### src/design/wave_cmd_pkg.sv
// Wave generator command definitions
package wave_cmd_pkg;

  // *************************************************************************
  // Widths and limits
  // *************************************************************************

  localparam int NSAMP_WID    = 10;                 // RAM address bits
  localparam int SAMP_WID     = 16;                 // Bits per sample
  localparam int PRE_WID      = 16;                 // Prescale width
  localparam int RAM_MAX      = 2**NSAMP_WID - 1;   // Last RAM location
  localparam int NSAMP_MIN    = 1;
  localparam int NSAMP_MAX    = 2**NSAMP_WID;       // Full RAM
  localparam int PRESCALE_MIN = 32;                 // One DAC SPI cycle
  localparam int GO_PW        = 3;                  // Go pulse, clk_rx cycles
  localparam int MAX_ARG_CH   = 8;                  // Longest argument, W
  localparam int ARG_CNT_WID  = $clog2(MAX_ARG_CH);
  localparam int GO_CTR_WID   = $clog2(GO_PW);

  localparam logic [6:0] CH_STAR = 7'h2a;           // Command prefix

  // *************************************************************************
  // Encodings
  // *************************************************************************

  // Command letters, low 7 bits of ASCII
  typedef enum logic [6:0] {
    CMD_W    = 7'h57,   // Write RAM
    CMD_R    = 7'h52,   // Read RAM
    CMD_N    = 7'h4e,   // Set nsamp
    CMD_P    = 7'h50,   // Set prescale
    CMD_N_LC = 7'h6e,   // Show nsamp
    CMD_P_LC = 7'h70,   // Show prescale
    CMD_G    = 7'h47,   // Go once
    CMD_C    = 7'h43,   // Continuous
    CMD_H    = 7'h48    // Halt
  } cmd_code_e;

  typedef enum logic [2:0] {
    ST_IDLE, ST_CMD_WAIT, ST_GET_ARG, ST_READ_RAM, ST_READ_RAM2, ST_SEND_RESP
  } fsm_state_e;

  typedef enum logic [1:0] {
    RESP_OK   = 2'b00,
    RESP_ERR  = 2'b01,
    RESP_DATA = 2'b11
  } resp_type_e;

  typedef enum logic [1:0] {GO_NONE, GO_PULSE, GO_CONT, GO_HALT} go_cmd_e;

  // *************************************************************************
  // Bundles between blocks
  // *************************************************************************

  typedef struct packed {
    logic       stb;        // Accepted character, one clock
    logic [7:0] ch;
    logic       is_digit;   // Hex digit flag
    logic [3:0] digit;
  } rx_char_t;

  typedef struct packed {
    logic                val;   // Held until done
    resp_type_e          rtype;
    logic [SAMP_WID-1:0] data;
  } resp_req_t;

  typedef struct packed {
    logic [NSAMP_WID:0] nsamp;   // One extra bit to hold 1024
    logic [PRE_WID-1:0] prescale;
    logic               nsamp_new;
    logic               pre_new;
  } samp_cfg_t;

  typedef struct packed {
    logic                 we;
    logic [NSAMP_WID-1:0] addr;
    logic [SAMP_WID-1:0]  din;
  } ram_req_t;

endpackage

### src/design/samp_gen_ctl.sv
// Sample generator enable control
`timescale 1ns/10ps

module samp_gen_ctl (
  input  logic                  clk_rx,
  input  logic                  rst_clk_rx,
  input  wave_cmd_pkg::go_cmd_e go_cmd,       // One clock per command
  output logic                  samp_gen_go   // Enable to sample generator
);

  logic [wave_cmd_pkg::GO_CTR_WID-1:0] go_ctr;     // Counts GO_PW-1 to 0
  logic                                go_cont;    // Continuous mode
  logic                                cont_nxt;
  logic                                go_pulse;

  assign go_pulse = (go_cmd == wave_cmd_pkg::GO_PULSE);

  // Continuous flag, next value
  always_comb
  begin
    case (go_cmd)
      wave_cmd_pkg::GO_CONT: cont_nxt = 1'b1;
      wave_cmd_pkg::GO_HALT: cont_nxt = 1'b0;
      default:               cont_nxt = go_cont;
    endcase
  end

  always_ff @(posedge clk_rx)
  begin
    if (rst_clk_rx)
    begin
      go_ctr      <= '0;
      go_cont     <= 1'b0;
      samp_gen_go <= 1'b0;
    end
    else
    begin
      if (go_ctr != '0)
        go_ctr <= go_ctr - 1'b1;                   // Pulse running
      else if (go_pulse)
        go_ctr <= wave_cmd_pkg::GO_CTR_WID'(wave_cmd_pkg::GO_PW - 1);
      go_cont     <= cont_nxt;
      samp_gen_go <= go_pulse || (go_ctr != '0) || cont_nxt;
    end
  end

endmodule

### config.mk
export PLATFORM = sky130hd
export DESIGN_NAME = samp_gen_ctl
export DESIGN_NICKNAME = d
export VERILOG_FILES = /design/src/design/wave_cmd_pkg.sv /design/src/design/samp_gen_ctl.sv
export SDC_FILE = /design/constraint.sdc
export NUM_CORES = 1
export LEC_CHECK = 0
export BUFFER_PORTS_ARGS = -buffer_cell sky130_fd_sc_hd__buf_2
export CORE_AREA = 10 10 47 49
export CTS_CLUSTER_SIZE = 16
export DETAILED_ROUTE_END_ITERATION = 12
export DIE_AREA = 0 0 57 59
export PLACE_DENSITY = 0.34
export SETUP_SLACK_MARGIN = 0.4
export SYNTH_ARGS = -nofsm -noshare
export SYNTH_HDL_FRONTEND = slang
export SYNTH_SLANG_ARGS = --single-unit
### constraint.sdc
create_clock -name clk_rx -period 1.4 [get_ports clk_rx]
set_clock_uncertainty 0.15 [all_clocks]
set_input_delay 0.14 -clock clk_rx [delete_from_list [all_inputs] [get_ports clk_rx]]
set_output_delay 0.14 -clock clk_rx [all_outputs]
set_load 0.1 [all_outputs]
==> reports/qor.tcl <==
set qor(outcome) {finished with violations}
set qor(failed_checks) {hold timing}
set qor(largest_family_of_logic_cells_by_synthesized_area) {multiplexers}
set qor(worstHoldStart) {go_cmd[1]}
set qor(wire_per_inst_um) 9.29
set qor(design.die.area_sq_um) 3360
set qor(chipWidth_um) 57
set qor(clkLatencyLatePin_ps) 240
set qor(slew_violations) 0
set qor(fmax_mhz) 784
set qor(die_height_um) 59
set qor(initial_antenna_violation_count) 0
set qor(ys_seq_area_share_pct) 40.0
set qor(area_taken_by_multi_input_logic_gates_sq_um) 133
set qor(viasPerCell) 3.73
set qor(grt_setup_unrepaired) {true}
set qor(nFillCells) 161
set qor(cts-hold-fix-buffers) 1
set qor(critical_path_peak_fanout) 2
set qor(grt_max_degree) 6
set qor(synth_compound_gate_area_share_pct) 13.8
set qor(cts_tree) {built}
set qor(h-tree-depth) 1
set qor(row_count) 14
set qor(synth_cells) 20
set qor(vias) 183
set qor(post-route-min-period_ps) 1280
set qor(hold_path_class) {input port to flip-flop}
set qor(drt-pass1-iter-count) 2
set qor(synthToLayoutAreaGrowth_pct) 76.2
set qor(initialDrtViolationCount) 1
set qor(syn_area_per_cell_sq_um) 10.0
set qor(synth_fa_ha_area_share_pct) 12.5
set qor(synthSimpleGateAreaFrac_pct) 11.9
set qor(cts_buffers) 3
set qor(p_per_area_nw_per_um2) 1800
set qor(critPathArrivalTime_ps) 1250
set qor(seqCellArea_sq_um) 83.8
set qor(rr_endpoint) {go_ctr[1]}
set qor(r2r.worst_path.cells) 4
set qor(setup_viol_count_final) 0
set qor(setup.worst_path.start_class) {flip-flop}
set qor(grtUsageTotal_pct) 3.32
set qor(hold-path-cell-count) 2
set qor(reg2reg_start) {go_ctr[1]}
set qor(synth_fp_nets) 26
set qor(drv.max_cap_violation_count) 0
set qor(drive_gt1_share_pct) 66.7
set qor(postRouteWirelength_um) 455
set qor(pin_count) 5
set qor(rrSetupSlack_ps) 120
set qor(post_synth_mux_area_share_pct) 16.2
set qor(cp-startpoint) {go_ctr[1]}
set qor(grt-ovfl-total) 0
set qor(setup.worst_path.end) {go_ctr[1]}
set qor(root_buffer) {sky130_fd_sc_hd__clkbuf_4}
set qor(layout.nets) 41
set qor(clockBufferDepth) 2
set qor(ys_types) 11
set qor(setup.worst_path.end_class) {flip-flop}
set qor(grt_pass1_vias) 187
set qor(power.ir.vdd_worst_uv) 539
set qor(final_antenna_net_count) 0
set qor(synth.yosys.warnings) 0
set qor(min_period_over_period_pct) 91.1
set qor(grt_pass1_wl_um) 731
set qor(fin_hold_ws_ps) -10.8
set qor(synth.ff_latch_count) 4
set qor(setup_total_negative_slack_ps) 0
set qor(floorplan.core_area_sq_um) 1400
set qor(power.static_leakage_nw) 0.160
set qor(worst-slew-pin-transition_ps) 191
set qor(tritoncts_num_sinks) 4
set qor(worstSetupPathType) {flip-flop to flip-flop}
set qor(floorplan.initialDensity_pct) 14.3
set qor(post_synth_xor_area_fraction_pct) 0
set qor(syn_area_sq_um) 200
set qor(timing.final.hold_violations) 1
set qor(drc) 0
set qor(worst_setup_hold_path_clk_slew_ps) 40
set qor(gp_routability_congestion) 0.634
set qor(place.port_buffers) 4
set qor(maxSlewHeadroom_pct) 87.2
set qor(crit_required_ps) 1370
set qor(antenna_diode_instance_count) 0
where the power goes:
| part | internal (W) | switching (W) |
|---|---|---|
| Clock | 0.0000960 | 0.0000494 |
| Sequential | 0.000148 | 0.0000181 |
| Combinational | 0.000188 | 0.000135 |
| Total | 0.000432 | 0.000203 |
how the worst min path moves through the flow:
stage	slack (ps)	end
4_1_cts	-20	go_cont
3_5_place_dp	220	samp_gen_go
6_report	-10	go_cont
5_1_grt	-10	go_cont
2_1_floorplan	50	samp_gen_go
3_3_place_gp	210	go_cont
synth_stat cells, drive strengths merged:
cell type / number / area, sq um
inv: 3 / 11.3
nor2: 3 / 11.3
mux2i: 1 / 10.0
mux2: 2 / 22.5
a21boi: 1 / 11.3
a21oi: 1 / 8.76
a211oi: 1 / 7.51
nand2b: 2 / 12.5
ha: 2 / 25.0
dfxtp: 4 / 80.1
metal layers:
| layer | GRT usage (%) | up-vias | part of all wire (%) |
|---|---|---|---|
| met5 | 0 | - | 0 |
| met4 | 4.03 | 0 | 2.6 |
| met3 | 4.51 | 2 | 14 |
| met2 | 3.72 | 7 | 42 |
| met1 | 2.36 | 82 | 41 |
| li1 | - | 92 | - |
layout make-up:
class,instances,area share (%)
clock buffer,3,6.38
inverter,3,3.19
multi-input combinational,13,37.6
sequential,4,23.8
tap,16,5.67
timing repair buffer,10,23.4
sequential cells by signal (all words and copies together) (netlist names):
| signal | flops |
|---|---|
| samp_gen_go | 1 |
| go_cont | 1 |
| go_ctr | 2 |
repair_timing:
| item | 4_1_cts | 5_1_grt |
|---|---|---|
| pin swaps | 1 | 1 |
| setup buffers | 3 | 2 |
| endpoints found under the setup margin | 3 | 5 |
| hold endpoints to repair | 2 | 1 |
| gates resized for setup | 4 | 0 |
| cloned | 0 | 0 |
cell usage in the layout (no fill, tap or decap), drive strengths merged:
cell / netlist / final
nand2b: 2 / 2
clkbuf: 0 / 3
a21oi: 1 / 1
a211oi: 1 / 1
mux2i: 1 / 1
nor2: 3 / 3
mux2: 2 / 2
dfxtp: 4 / 4
a21boi: 1 / 1
dlygate4sd3: 0 / 1
buf: 0 / 9
inv: 3 / 3
ha: 2 / 2
cell families (layout without fill, tap and decap cells):
| logic type | count (synthesis) | after routing |
|---|---|---|
| simple gates | 5 | 5 |
| fa+ha+maj | 2 | 2 |
| mux | 3 | 3 |
| flops | 4 | 4 |
| compound gates | 3 | 3 |
| buf+inv | 3 | 16 |
through the flow:
step	instance area, sq um	total power, W	util, %	setup slack [ps]	std cells
finish	353	0.000634	25.2	125	49
CTS	338	0.000626	24.1	117	47
floorplan	228	0.000355	-	150	20
global placement	268	0.000387	19.1	106	40
detailed placement	268	0.000400	19.1	99.2	40
global route	353	0.000682	25.2	91.1	49
worst max-delay path: stages (launching register included):
cell and delay [ps]:
sky130_fd_sc_hd__dfxtp_2 320, sky130_fd_sc_hd__inv_2 70, sky130_fd_sc_hd__ha_4 130, sky130_fd_sc_hd__a21boi_4 180, sky130_fd_sc_hd__mux2_4 310
No activity file was read; power rests on OpenSTA's default activity.
