--- src/design/wave_cmd_pkg.sv ---
// Wave generator command definitions
package wave_cmd_pkg;

  // *************************************************************************
  // Widths and limits
  // *************************************************************************

  localparam int NSAMP_WID    = 10;                 // RAM address bits
  localparam int SAMP_WID     = 16;                 // Bits per sample
  localparam int PRE_WID      = 16;                 // Prescale width
  localparam int RAM_MAX      = 2**NSAMP_WID - 1;   // Last RAM location
  localparam int NSAMP_MIN    = 1;
  localparam int NSAMP_MAX    = 2**NSAMP_WID;       // Full RAM
  localparam int PRESCALE_MIN = 32;                 // One DAC SPI cycle
  localparam int GO_PW        = 3;                  // Go pulse, clk_rx cycles
  localparam int MAX_ARG_CH   = 8;                  // Longest argument, W
  localparam int ARG_CNT_WID  = $clog2(MAX_ARG_CH);
  localparam int GO_CTR_WID   = $clog2(GO_PW);

  localparam logic [6:0] CH_STAR = 7'h2a;           // Command prefix

  // *************************************************************************
  // Encodings
  // *************************************************************************

  // Command letters, low 7 bits of ASCII
  typedef enum logic [6:0] {
    CMD_W    = 7'h57,   // Write RAM
    CMD_R    = 7'h52,   // Read RAM
    CMD_N    = 7'h4e,   // Set nsamp
    CMD_P    = 7'h50,   // Set prescale
    CMD_N_LC = 7'h6e,   // Show nsamp
    CMD_P_LC = 7'h70,   // Show prescale
    CMD_G    = 7'h47,   // Go once
    CMD_C    = 7'h43,   // Continuous
    CMD_H    = 7'h48    // Halt
  } cmd_code_e;

  typedef enum logic [2:0] {
    ST_IDLE, ST_CMD_WAIT, ST_GET_ARG, ST_READ_RAM, ST_READ_RAM2, ST_SEND_RESP
  } fsm_state_e;

  typedef enum logic [1:0] {
    RESP_OK   = 2'b00,
    RESP_ERR  = 2'b01,
    RESP_DATA = 2'b11
  } resp_type_e;

  typedef enum logic [1:0] {GO_NONE, GO_PULSE, GO_CONT, GO_HALT} go_cmd_e;

  // *************************************************************************
  // Bundles between blocks
  // *************************************************************************

  typedef struct packed {
    logic       stb;        // Accepted character, one clock
    logic [7:0] ch;
    logic       is_digit;   // Hex digit flag
    logic [3:0] digit;
  } rx_char_t;

  typedef struct packed {
    logic                val;   // Held until done
    resp_type_e          rtype;
    logic [SAMP_WID-1:0] data;
  } resp_req_t;

  typedef struct packed {
    logic [NSAMP_WID:0] nsamp;   // One extra bit to hold 1024
    logic [PRE_WID-1:0] prescale;
    logic               nsamp_new;
    logic               pre_new;
  } samp_cfg_t;

  typedef struct packed {
    logic                 we;
    logic [NSAMP_WID-1:0] addr;
    logic [SAMP_WID-1:0]  din;
  } ram_req_t;

endpackage

--- src/design/rx_char_decode.sv ---
// Receive character accept and hex decode
`timescale 1ns/10ps

module rx_char_decode (
  input  logic                   clk_rx,
  input  logic                   rst_clk_rx,
  input  logic [7:0]             rx_data,
  input  logic                   rx_data_rdy,     // Level, several clocks
  input  logic                   char_fifo_full,
  output wave_cmd_pkg::rx_char_t rx_char,
  output logic                   send_char_val,   // Echo strobe
  output logic [7:0]             send_char
);

  logic       old_rdy;      // Ready on previous clock
  logic       new_char;     // First clock of a ready level, room in FIFO
  logic       is_digit;
  logic [3:0] digit;
  logic       stb_q;
  logic [7:0] ch_q;
  logic       is_digit_q;
  logic [3:0] digit_q;

  assign new_char = rx_data_rdy && !old_rdy && !char_fifo_full;

  // Hex digit from low 7 bits
  always_comb
  begin
    is_digit = 1'b1;
    digit    = rx_data[3:0];                         // 0-9 map straight
    if ((rx_data[6:0] >= 7'h41 && rx_data[6:0] <= 7'h46) ||
        (rx_data[6:0] >= 7'h61 && rx_data[6:0] <= 7'h66))
      digit = rx_data[3:0] + 4'h9;                   // A-F, a-f give 10-15
    else if (!(rx_data[6:0] >= 7'h30 && rx_data[6:0] <= 7'h39))
    begin
      is_digit = 1'b0;
      digit    = 4'h0;
    end
  end

  always_ff @(posedge clk_rx)
  begin
    if (rst_clk_rx)
    begin
      old_rdy <= 1'b0;
      stb_q   <= 1'b0;
    end
    else
    begin
      old_rdy <= rx_data_rdy;
      stb_q   <= new_char;                           // Character clock
    end
  end

  // Character payload, held between strobes
  always_ff @(posedge clk_rx)
  begin
    if (new_char)
    begin
      ch_q       <= rx_data;
      is_digit_q <= is_digit;
      digit_q    <= digit;
    end
  end

  assign rx_char       = '{stb: stb_q, ch: ch_q, is_digit: is_digit_q, digit: digit_q};
  assign send_char_val = stb_q;                      // Echo with the strobe
  assign send_char     = ch_q;

endmodule

--- config.mk ---
export PLATFORM = sky130hd
export DESIGN_NAME = rx_char_decode
export DESIGN_NICKNAME = d
export VERILOG_FILES = /design/src/design/wave_cmd_pkg.sv /design/src/design/rx_char_decode.sv
export SDC_FILE = /design/constraint.sdc
export NUM_CORES = 1
export LEC_CHECK = 0
export BUFFER_PORTS_ARGS = -buffer_cell sky130_fd_sc_hd__buf_2
export CORE_MARGIN = 3
export CORE_UTILIZATION = 47
export CTS_BUF_LIST = sky130_fd_sc_hd__clkbuf_8 sky130_fd_sc_hd__clkbuf_16
export CTS_CLUSTER_DIAMETER = 40
export DETAILED_ROUTE_END_ITERATION = 6
export MAX_ROUTING_LAYER = met4
export PLACE_DENSITY = 0.81
export SETUP_SLACK_MARGIN = 0.5
export SLEW_MARGIN = 0
export SYNTH_ARGS = -nofsm -noshare
export SYNTH_HDL_FRONTEND = slang
export SYNTH_SLANG_ARGS = --single-unit
--- constraint.sdc ---
create_clock -name clk_rx -period 5.5 [get_ports clk_rx]
set_clock_uncertainty 0.15 [all_clocks]
set_input_delay 0 -clock clk_rx [delete_from_list [all_inputs] [get_ports clk_rx]]
set_output_delay 0 -clock clk_rx [all_outputs]
set_load 0.01 [all_outputs]
==> flow_metrics.py <==
metrics = {
    "run_status": {
        "status": "finished clean",
    },
    "cts": {
        "cts_tree": "done",
        "clkLatencyLatePin_ps": 240,
        "cts_buffer_depth": 2,
        "cts_sinks": 15,
        "path_clk_slew_ps": 60,
        "cts_buffers": 3,
        "htree_levels": 1,
        "root_buffer": "clkbuf_8",
    },
    "sta": {
        "post-route-period-util_pct": 33.2,
        "rsz0062_at_grt": "no",
        "setup_viol": 0,
        "relSlewSlack_pct": 28.4,
        "fmax_ghz": 0.548,
        "hold_violations": 0,
        "worst_slew_pin_slew_ps": 1070,
        "tns_ps": 0,
        "slew_viol_final": 0,
        "min_period_ps": 1820,
    },
    "floorplanning": {
        "rows": 13,
        "die_w_um": 45.3,
        "die-area_um2": 2050,
        "die_y_um": 45.3,
        "start_util_pct": 52.6,
        "coreArea_um2": 1380,
        "io_pins": 35,
    },
    "route": {
        "final_antenna_net_count": 0,
        "drt_pass1_iterations": 4,
        "drc": 0,
        "num_vias": 579,
        "drt_wl_total_um": 1550,
        "vias_per_cell": 5.26,
        "drt_iter0_drc": 19,
        "routedWlPerCell_um": 14.1,
    },
    "grt": {
        "overflow": 0,
        "grt_usage_pct": 17.1,
        "grt_pass1_wl_um": 2500,
        "grt_max_degree": 15,
        "antenna_found_initial": 0,
        "first_global_vias": 576,
    },
    "critical_path": {
        "crit_type": "in -> reg",
        "cp_data_required_time_ps": 5320,
        "critPathArrivalTime_ps": 1650,
        "startpoint_type": "input pin",
        "max_stage_delay_ps": 510,
        "cp.buffers_inverters": 3,
        "crit_chain": "dlygate4sd3_1, buf_2, inv_1, ha_1, o41a_1, o21ai_2, a22oi_1",
        "critical_path.max_fanout": 7,
        "cp_top_family": "buffers and inverters",
        "crit_path_top_delay_cell": "dlygate4sd3_1",
        "end_kind": "flop",
    },
    "finish": {
        "drive_above_1_share_pct": 44.2,
        "fill_cells": 102,
        "num-nets-final": 111,
        "syn_to_final_growth_pct": 36.3,
        "multi_input_area_um2": 215,
        "layout_common_cells": "buf_2 (34), edfxtp_1 (13), dlygate4sd3_1 (10)",
        "num_antenna_cells": 0,
        "seqCellArea_um2": 430,
        "postLayoutCoreUtil_pct": 71.7,
        "final_common_cell": "buf_2",
    },
    "power": {
        "vdd_drop_max_mv": 0.151,
        "leakagePower_nw": 0.436,
        "power_density_nw_per_um2": 251,
    },
    "job": {
        "cap_violations": 0,
    },
    "logic_synthesis": {
        "ys_seq_area_share_pct": 59.2,
        "yosysWarnings": 0,
        "syn_area_um2": 727,
        "synth-seq-cells": 15,
        "syn_inst": 57,
        "synth_cell_types": 24,
        "syn_area_per_cell_um2": 12.8,
        "syn_nets": 72,
    },
    "placed_design": {
        "dpl.hpwl_um": 1110,
        "place.gp.congestion": 0.944,
        "portBuffers": 34,
    },
    "min_path": {
        "min_path_type": "in -> reg",
    },
}
-- path summary, 6_finish.rpt --
path / start / end / slack (ps) / cells after the start
worst max register to register: old_rdy$_SDFF_PP0_ / send_char[4]$_DFFE_PP_ / 3780 / 1
worst max-delay path: rx_data[1] / digit_q[3]$_DFFE_PP_ / 3680 / 7
worst min register to register: old_rdy$_SDFF_PP0_ / send_char[1]$_DFFE_PP_ / 550 / 1
worst min-delay path: char_fifo_full / send_char[1]$_DFFE_PP_ / 50 / 2
-- power by group --
part           leakage (nW)  switching [mW]  internal [mW]  total (mW)
sequential            0.143         0.00139          0.128       0.130
clock                0.0269          0.0354         0.0492      0.0846
combinational         0.267          0.0179         0.0158      0.0338
-- synth_stat cells --
library cell	number	area, um2
nand2b_1	1	6.26
nand3_1	1	5.00
nor3b_2	1	12.5
o311ai_2	1	16.3
nor2b_1	2	12.5
o41a_1	1	11.3
or3_1	1	6.26
nor2_1	1	3.75
edfxtp_1	13	390
o21ai_1	2	10.0
a22oi_1	1	7.51
o21ai_0	2	10.0
ha_1	3	37.5
nor3b_1	1	7.51
nand3b_1	1	7.51
a21oi_1	3	15.0
o211ai_1	1	7.51
o21ai_2	1	8.76
or2_2	1	6.26
o21a_1	1	7.51
nand2_1	3	11.3
dfxtp_1	2	40.0
buf_4	10	75.1
inv_1	3	11.3
-- layer usage --
layer / wire, um / global-route usage, %
met5: 0 / -
met4: 41 / 9.36
met3: 65 / 1.20
met2: 816 / 29.1
met1: 623 / 19.6
-- logic make-up after synthesis --
kind of cell / after synthesis / share of synthesized area (%)
buffers and inverters: 13 / 11.9
DFF: 15 / 59.2
adders and majority gates: 3 / 5.16
and+or+nand+nor: 13 / 10.8
AOI/OAI and AO/OA: 13 / 12.9
-- repair_timing --
item / CTS / global route
hold endpoints to repair: 11 / 0
resized for setup: 0 / 0
hold buffers: 10 / 0
buffers inserted: 0 / 0
-- stage by stage --
stage / cells / setup slack [ps] / power (mW) / hold slack, ps / cell area, um2
after global placement: 96 / 3930 / 0.159 / 25.0 / 846
after detailed placement: 96 / 3800 / 0.160 / 26.6 / 846
after global routing: 110 / 3560 / 0.257 / 54.3 / 991
after CTS: 110 / 3700 / 0.248 / 45.7 / 991
after floorplan: 57 / 3590 / 0.149 / -78.4 / 727
final: 110 / 3680 / 0.248 / 46.5 / 991
-- flip-flops by register name (all words and copies together) (netlist names) --
| signal | cells |
|---|---|
| digit_q | 4 |
| is_digit_q | 1 |
| old_rdy | 1 |
| send_char | 8 |
| send_char_val | 1 |
-- layout make-up --
| type | instances | area share [%] |
|---|---|---|
| clock buffer | 3 | 4.17 |
| clock inverter | 1 | 0.379 |
| inverter | 3 | 1.14 |
| multi-input combinational | 29 | 21.7 |
| sequential | 15 | 43.4 |
| tap | 15 | 1.89 |
| timing repair buffer | 44 | 27.3 |
No activity file was read; power rests on OpenSTA's default activity.
