### src/design/wave_cmd_pkg.sv
// Wave generator command definitions
package wave_cmd_pkg;

  // *************************************************************************
  // Widths and limits
  // *************************************************************************

  localparam int NSAMP_WID    = 10;                 // RAM address bits
  localparam int SAMP_WID     = 16;                 // Bits per sample
  localparam int PRE_WID      = 16;                 // Prescale width
  localparam int RAM_MAX      = 2**NSAMP_WID - 1;   // Last RAM location
  localparam int NSAMP_MIN    = 1;
  localparam int NSAMP_MAX    = 2**NSAMP_WID;       // Full RAM
  localparam int PRESCALE_MIN = 32;                 // One DAC SPI cycle
  localparam int GO_PW        = 3;                  // Go pulse, clk_rx cycles
  localparam int MAX_ARG_CH   = 8;                  // Longest argument, W
  localparam int ARG_CNT_WID  = $clog2(MAX_ARG_CH);
  localparam int GO_CTR_WID   = $clog2(GO_PW);

  localparam logic [6:0] CH_STAR = 7'h2a;           // Command prefix

  // *************************************************************************
  // Encodings
  // *************************************************************************

  // Command letters, low 7 bits of ASCII
  typedef enum logic [6:0] {
    CMD_W    = 7'h57,   // Write RAM
    CMD_R    = 7'h52,   // Read RAM
    CMD_N    = 7'h4e,   // Set nsamp
    CMD_P    = 7'h50,   // Set prescale
    CMD_N_LC = 7'h6e,   // Show nsamp
    CMD_P_LC = 7'h70,   // Show prescale
    CMD_G    = 7'h47,   // Go once
    CMD_C    = 7'h43,   // Continuous
    CMD_H    = 7'h48    // Halt
  } cmd_code_e;

  typedef enum logic [2:0] {
    ST_IDLE, ST_CMD_WAIT, ST_GET_ARG, ST_READ_RAM, ST_READ_RAM2, ST_SEND_RESP
  } fsm_state_e;

  typedef enum logic [1:0] {
    RESP_OK   = 2'b00,
    RESP_ERR  = 2'b01,
    RESP_DATA = 2'b11
  } resp_type_e;

  typedef enum logic [1:0] {GO_NONE, GO_PULSE, GO_CONT, GO_HALT} go_cmd_e;

  // *************************************************************************
  // Bundles between blocks
  // *************************************************************************

  typedef struct packed {
    logic       stb;        // Accepted character, one clock
    logic [7:0] ch;
    logic       is_digit;   // Hex digit flag
    logic [3:0] digit;
  } rx_char_t;

  typedef struct packed {
    logic                val;   // Held until done
    resp_type_e          rtype;
    logic [SAMP_WID-1:0] data;
  } resp_req_t;

  typedef struct packed {
    logic [NSAMP_WID:0] nsamp;   // One extra bit to hold 1024
    logic [PRE_WID-1:0] prescale;
    logic               nsamp_new;
    logic               pre_new;
  } samp_cfg_t;

  typedef struct packed {
    logic                 we;
    logic [NSAMP_WID-1:0] addr;
    logic [SAMP_WID-1:0]  din;
  } ram_req_t;

endpackage

### src/design/cmd_fsm.sv
// Command parser state machine
`timescale 1ns/10ps

module cmd_fsm (
  input  logic                                clk_rx,
  input  logic                                rst_clk_rx,
  input  wave_cmd_pkg::rx_char_t              rx_char,
  input  logic                                send_resp_done,  // One clock
  input  logic [wave_cmd_pkg::SAMP_WID-1:0]   ram_dout,
  output wave_cmd_pkg::resp_req_t             resp_req,
  output wave_cmd_pkg::samp_cfg_t             samp_cfg,
  output wave_cmd_pkg::ram_req_t              ram_req,
  output wave_cmd_pkg::go_cmd_e               go_cmd           // One clock
);

  wave_cmd_pkg::fsm_state_e                 state;
  wave_cmd_pkg::cmd_code_e                  cmd_in;    // Letter on the bus
  wave_cmd_pkg::cmd_code_e                  cur_cmd;   // Letter being served
  logic [4*wave_cmd_pkg::MAX_ARG_CH-5:0]    arg_sav;   // Digits so far
  logic [wave_cmd_pkg::ARG_CNT_WID-1:0]     arg_cnt;   // Digits still to come
  logic [4*wave_cmd_pkg::MAX_ARG_CH-1:0]    arg_val;   // Digits incl. current
  logic                                     arg_ok;    // Range check passed

  // Response request, new type and data
  function automatic wave_cmd_pkg::resp_req_t mk_resp(
    input wave_cmd_pkg::resp_type_e        rtype,
    input logic [wave_cmd_pkg::SAMP_WID-1:0] data
  );
    return '{val: 1'b1, rtype: rtype, data: data};
  endfunction

  assign cmd_in  = wave_cmd_pkg::cmd_code_e'(rx_char.ch[6:0]);
  assign arg_val = {arg_sav, rx_char.digit};             // MS digit first

  // *************************************************************************
  // Argument range checks
  // *************************************************************************

  always_comb
  begin
    case (cur_cmd)
      wave_cmd_pkg::CMD_W: arg_ok = arg_val[31:16] <= wave_cmd_pkg::RAM_MAX;
      wave_cmd_pkg::CMD_R: arg_ok = arg_val[15:0] <= wave_cmd_pkg::RAM_MAX;
      wave_cmd_pkg::CMD_N: arg_ok = (arg_val[15:0] >= wave_cmd_pkg::NSAMP_MIN) &&
                                    (arg_val[15:0] <= wave_cmd_pkg::NSAMP_MAX);
      wave_cmd_pkg::CMD_P: arg_ok = arg_val[15:0] >= wave_cmd_pkg::PRESCALE_MIN;
      default:             arg_ok = 1'b0;
    endcase
  end

  // *************************************************************************
  // Main state machine
  // *************************************************************************

  always_ff @(posedge clk_rx)
  begin
    if (rst_clk_rx)
    begin
      state              <= wave_cmd_pkg::ST_IDLE;
      arg_cnt            <= '0;
      resp_req.val       <= 1'b0;
      resp_req.rtype     <= wave_cmd_pkg::RESP_ERR;
      samp_cfg.nsamp     <= (wave_cmd_pkg::NSAMP_WID+1)'(wave_cmd_pkg::NSAMP_MIN);
      samp_cfg.prescale  <= wave_cmd_pkg::PRE_WID'(wave_cmd_pkg::PRESCALE_MIN);
      samp_cfg.nsamp_new <= 1'b0;
      samp_cfg.pre_new   <= 1'b0;
      ram_req.we         <= 1'b0;
      go_cmd             <= wave_cmd_pkg::GO_NONE;
    end
    else
    begin
      samp_cfg.nsamp_new <= 1'b0;                        // Pulses by default
      samp_cfg.pre_new   <= 1'b0;
      ram_req.we         <= 1'b0;
      go_cmd             <= wave_cmd_pkg::GO_NONE;
      case (state)
        wave_cmd_pkg::ST_IDLE:                           // Wait for '*'
          if (rx_char.stb && rx_char.ch[6:0] == wave_cmd_pkg::CH_STAR)
            state <= wave_cmd_pkg::ST_CMD_WAIT;
        wave_cmd_pkg::ST_CMD_WAIT:
          if (rx_char.stb)
          begin
            cur_cmd <= cmd_in;
            state   <= wave_cmd_pkg::ST_SEND_RESP;       // Unless args follow
            case (cmd_in)
              wave_cmd_pkg::CMD_W:
              begin
                arg_cnt <= wave_cmd_pkg::ARG_CNT_WID'(wave_cmd_pkg::MAX_ARG_CH - 1);
                state   <= wave_cmd_pkg::ST_GET_ARG;     // Address and data
              end
              wave_cmd_pkg::CMD_R, wave_cmd_pkg::CMD_N, wave_cmd_pkg::CMD_P:
              begin
                arg_cnt <= wave_cmd_pkg::ARG_CNT_WID'(wave_cmd_pkg::MAX_ARG_CH/2 - 1);
                state   <= wave_cmd_pkg::ST_GET_ARG;     // Four digits
              end
              wave_cmd_pkg::CMD_N_LC:
                resp_req <= mk_resp(wave_cmd_pkg::RESP_DATA, 16'(samp_cfg.nsamp));
              wave_cmd_pkg::CMD_P_LC:
                resp_req <= mk_resp(wave_cmd_pkg::RESP_DATA, samp_cfg.prescale);
              wave_cmd_pkg::CMD_G:
              begin
                resp_req <= mk_resp(wave_cmd_pkg::RESP_OK, '0);
                go_cmd   <= wave_cmd_pkg::GO_PULSE;
              end
              wave_cmd_pkg::CMD_C:
              begin
                resp_req <= mk_resp(wave_cmd_pkg::RESP_OK, '0);
                go_cmd   <= wave_cmd_pkg::GO_CONT;
              end
              wave_cmd_pkg::CMD_H:
              begin
                resp_req <= mk_resp(wave_cmd_pkg::RESP_OK, '0);
                go_cmd   <= wave_cmd_pkg::GO_HALT;
              end
              default: resp_req <= mk_resp(wave_cmd_pkg::RESP_ERR, '0);  // Unknown
            endcase
          end
        wave_cmd_pkg::ST_GET_ARG:
          if (rx_char.stb)
          begin
            if (rx_char.is_digit && arg_cnt != '0)       // More to come
            begin
              arg_sav <= arg_val[4*wave_cmd_pkg::MAX_ARG_CH-5:0];
              arg_cnt <= arg_cnt - 1'b1;
            end
            else if (!rx_char.is_digit || !arg_ok)       // Bad digit or range
            begin
              resp_req <= mk_resp(wave_cmd_pkg::RESP_ERR, '0);
              state    <= wave_cmd_pkg::ST_SEND_RESP;
            end
            else if (cur_cmd == wave_cmd_pkg::CMD_R)
            begin
              ram_req.addr <= arg_val[wave_cmd_pkg::NSAMP_WID-1:0];
              state        <= wave_cmd_pkg::ST_READ_RAM;
            end
            else
            begin
              resp_req <= mk_resp(wave_cmd_pkg::RESP_OK, '0);
              state    <= wave_cmd_pkg::ST_SEND_RESP;
              if (cur_cmd == wave_cmd_pkg::CMD_W)
                ram_req <= '{we: 1'b1, addr: arg_val[16 +: wave_cmd_pkg::NSAMP_WID],
                             din: arg_val[15:0]};
              else if (cur_cmd == wave_cmd_pkg::CMD_N)
              begin
                samp_cfg.nsamp     <= arg_val[wave_cmd_pkg::NSAMP_WID:0];
                samp_cfg.nsamp_new <= 1'b1;
              end
              else
              begin
                samp_cfg.prescale  <= arg_val[15:0];     // P
                samp_cfg.pre_new   <= 1'b1;
              end
            end
          end
        wave_cmd_pkg::ST_READ_RAM:                       // Address at RAM
          state <= wave_cmd_pkg::ST_READ_RAM2;
        wave_cmd_pkg::ST_READ_RAM2:                      // Read data valid
        begin
          resp_req <= mk_resp(wave_cmd_pkg::RESP_DATA, ram_dout);
          state    <= wave_cmd_pkg::ST_SEND_RESP;
        end
        wave_cmd_pkg::ST_SEND_RESP:                      // Hold request
          if (send_resp_done)
          begin
            resp_req.val <= 1'b0;
            state        <= wave_cmd_pkg::ST_IDLE;
          end
        default: state <= wave_cmd_pkg::ST_IDLE;
      endcase
    end
  end

endmodule

### config.mk
export PLATFORM = sky130hd
export DESIGN_NAME = cmd_fsm
export DESIGN_NICKNAME = d
export VERILOG_FILES = /design/src/design/wave_cmd_pkg.sv /design/src/design/cmd_fsm.sv
export SDC_FILE = /design/constraint.sdc
export NUM_CORES = 1
export LEC_CHECK = 0
export BUFFER_PORTS_ARGS = -buffer_cell sky130_fd_sc_hd__buf_4
export CORE_UTILIZATION = 44
export CTS_BUF_LIST = sky130_fd_sc_hd__clkbuf_16
export DETAILED_ROUTE_END_ITERATION = 12
export HOLD_SLACK_MARGIN = 0.12
export MAX_ROUTING_LAYER = met4
export PLACE_DENSITY = 0.67
export SLEW_MARGIN = 20
export SYNTH_ARGS = -nofsm -noshare
export SYNTH_HDL_FRONTEND = slang
export SYNTH_SLANG_ARGS = --single-unit
### constraint.sdc
create_clock -name clk_rx -period 4.6 [get_ports clk_rx]
set_input_delay 0.46 -clock clk_rx [delete_from_list [all_inputs] [get_ports clk_rx]]
set_output_delay 0.46 -clock clk_rx [all_outputs]
set_load 0.02 [all_outputs]
==> flow_summary.toml <==
[drt]
first_iter_violations = 309
drt_wl_total_um = 11770
drc_viols = 0
vias_per_cell = 5.780
final_antenna_net_count = 0
vias = 3786
routed_wire_length_per_instance_um = 17.97
detail_route.first_pass.iterations = 7

[sta]
min_period_over_period = 0.7665
totalNegativeSetupSlack_ns = 0
slew_headroom = 0.3273
maxSlewViolCount = 0
setup_skew_ns = 0.007003
timing.final.hold_violations = 0
crit_path_time_final_ns = 3.526
setup_repair_after_global_routing_missed_its_margin = "no"
tightest_slew_ns = 1.001
timing.fmax_mhz = 283.6
setup_violations = 0

[cells_and_area]
multiInputGateArea_sq_um = 1541
register_area_sq_um = 3133
post_route_cells_drive_above_1_share = 0.3064
design_area_sq_um = 6367
layout.filler_cells = 805
num-nets-final = 541
area_added_between_synthesis_and_finish_pct = 32.63
antenna_cells_inserted = 0

[setup_path]
critical_path.endpoint_type = "flip-flop"
r2r_setup_slack_ns = 1.07
worstPathArrival_ns = 3.55
setup.worst_path.start_class = "flip-flop"
critical-path-max-stage-delay_ns = 0.76
critPathSlowestCell = "sky130_fd_sc_hd__nor2_1"
worstRegToRegCells = 7
rr_endpoint = "ram_req[20]$_DFFE_PP_"
setup.worst_path.end = "ram_req[20]$_DFFE_PP_"
cells_along_the_critical_path = "or4_4, nor4_4, mux2i_1, or3_1, buf_4, nand4b_1, nor2_1"
worstPathMaxFanout = 33
rr_startpoint = "arg_sav[4]$_DFFE_PP_"
data_required_time_at_the_worst_endpoint_ns = 4.63
worstSetupPathType = "flip-flop to flip-flop"
startpoint = "arg_sav[4]$_DFFE_PP_"

[synth]
synth_nets = 433
synth_adder_area_share = 0.005212
synth_simple_gate_area_share = 0.1402
synthCells = 398
synth.cells.most_frequent = "sky130_fd_sc_hd__edfxtp_1 (77), sky130_fd_sc_hd__dfxtp_1 (41), sky130_fd_sc_hd__a21oi_1 (36)"
synth_most_common_cell = "sky130_fd_sc_hd__edfxtp_1"
netlist.area_leader.share = 0.4816
synth_async_sr_flop_share = 0
xor_xnor_cell_area_share_of_the_yosys_netlist = 0
synth_top_family_by_area = "compound AO/OA/AOI/OAI gates"
synth_flop_cell = "sky130_fd_sc_hd__edfxtp_1"
yosys-top-cells-area = "sky130_fd_sc_hd__edfxtp_1 (48%), sky130_fd_sc_hd__dfxtp_1 (17%), sky130_fd_sc_hd__a21oi_1 (3.8%)"
yosys_reg_bits = 118
synth_enable_flop_cells = 77
post_synth_instance_area_sq_um = 4801
ys.warnings.count = 0
synth_compound_area_frac = 0.1605
post_synth.cell_area_avg_sq_um = 12.06
yosysTopAreaCell = "sky130_fd_sc_hd__edfxtp_1"
synth-seq-area-share = 0.6526
cell_variety_after_synth = 49
muxShareOfSynthArea = 0.008340

[placement]
post-dp-hpwl_um = 7979
port-buffer-count = 108
placed_cell_area_sq_um = 5749
gp_routability_congestion = 0.8528

[cts]
hold_buffers = 0
ctsRootBufferMaster = "sky130_fd_sc_hd__clkbuf_16"
clkSinkCount = 118
tritoncts.num_buffers = 17
clk_pin_slew_ns = 0.05
clock_latency_ns = 0.40
tritoncts_clock_tree = "done"
post_cts_resized = 0
buffer_depth_of_the_longest_clock_path = 2
htreeDepth = 4
post_cts.repair.setup_buffers = 0

[grt]
pin_count_of_the_biggest_net_entering_global_routing = 40
initial_antenna_violation_count = 0
grt-ovfl-total = 0
global_route_total_usage_across_every_layer = 0.2188
first_global_vias = 3580
global_route_wire_length_before_repair_um = 18340

[die]
fp.dieW_um = 106.5
die-area_sq_um = 11330
num_io_pins = 110
fp.coreArea_sq_um = 10460
initial_utilization = 0.4589
fp-row-count = 37
die_h_um = 106.5

[power]
total_leakage_power_uw = 0.002383
pd_cells_nw_per_um2 = 393.6
vdd.ir_drop.worst_mv = 0.2584

[min_path]
timing.hold.worst_path_depth = 1
hold_path_class = "input pin to flip-flop"

[status]
outcome = "finished clean"

[flow_run]
drv.max_cap_violation_count = 0
==> registers in the layout, indices dropped and copies added, names as in the netlist <==
signal / flops
go_cmd: 2
arg_cnt: 3
ram_req: 27
samp_cfg: 29
cur_cmd: 7
resp_req: 19
arg_sav: 28
state: 3
==> cells by family (layout without fill, tap and decap cells) <==
group                    count (synthesis)  after routing
flip-flops                             118            118
AND/OR/NAND/NOR                        117            117
AO/OA/AOI/OAI                          116            116
buffers and inverters                   41            162
multiplexers                             4              4
adder cells (fa/ha/maj)                  2              2
==> layer usage <==
metal / global-route usage / vias to the layer above / part of all wire
li1: - / 1759 / -
met1: 0.2729 / 1843 / 0.42
met2: 0.3511 / 167 / 0.50
met3: 0.04353 / 17 / 0.066
met4: 0.08806 / 0 / 0.015
met5: - / - / 0
==> how the worst min path moves through the flow <==
stage	endpoint	startpoint	slack, ns
after floorplan	arg_sav[27]$_DFFE_PP_	arg_sav[23]$_DFFE_PP_	0.42
after global placement	arg_sav[27]$_DFFE_PP_	arg_sav[23]$_DFFE_PP_	0.43
after detailed placement	arg_sav[27]$_DFFE_PP_	arg_sav[23]$_DFFE_PP_	0.44
after CTS	cur_cmd[5]$_DFFE_PP_	rx_char[10]	0.25
after global routing	cur_cmd[5]$_DFFE_PP_	rx_char[10]	0.26
final	cur_cmd[5]$_DFFE_PP_	rx_char[10]	0.26
==> report_power, final <==
part / switching, uW / total [uW] / internal (uW)
clock network: 484 / 1340 / 856
logic: 24.9 / 47.5 / 22.5
registers: 0.572 / 1120 / 1120
==> cell usage in the layout, fill, tap and decap left out, drive strengths merged, types with 2 or more instances in the layout <==
master	Yosys	final
or2	3	3
nor4bb	3	3
mux2i	4	4
nor3	6	6
nand3b	5	5
a31oi	5	5
nand2	12	12
a2111oi	2	2
nand2b	7	7
o21ai	28	28
a21oi	36	36
or4	5	5
clkinv	0	9
nand4	5	5
nor3b	6	6
bufinv	0	3
o21a	3	3
o21bai	2	2
a22o	15	15
nor4	3	3
o32ai	2	2
clkbuf	19	17
dfxtp	41	41
inv	16	19
nor2	22	22
nand4b	2	2
and4b	2	2
o31ai	2	2
edfxtp	77	77
a222oi	11	11
a211oi	3	3
nand3	31	31
ha	2	2
buf	6	114
==> critical path, delay by kind of cell (launching register included) <==
kind / cells / cell delay (ns)
buf+inv: 1 / 0.33
mux: 1 / 0.28
flops: 1 / 0.49
simple gates: 5 / 2.04
==> metrics by stage <==
stage | utilization | hold slack (ns) | worst slack [ns] | total power [uW] | std cells
floorplan | - | 0.4169 | 0.4532 | 1155 | 398
global placement | 0.5495 | 0.4272 | 1.168 | 1187 | 623
detailed placement | 0.5495 | 0.4378 | 1.091 | 1188 | 623
CTS | 0.6075 | 0.2503 | 1.133 | 2520 | 655
global route | 0.6086 | 0.2598 | 0.9303 | 2577 | 655
finish | 0.6086 | 0.2639 | 1.074 | 2506 | 655
==> layout make-up <==
class	count	area share
well taps	136	0.02672
repair buffers	114	0.1344
inverters	16	0.009432
clock buffers	17	0.06681
multi-input cells	239	0.2421
flip-flops and latches	118	0.4920
clock inverters	15	0.02849
No activity file was read; power rests on OpenSTA's default activity.
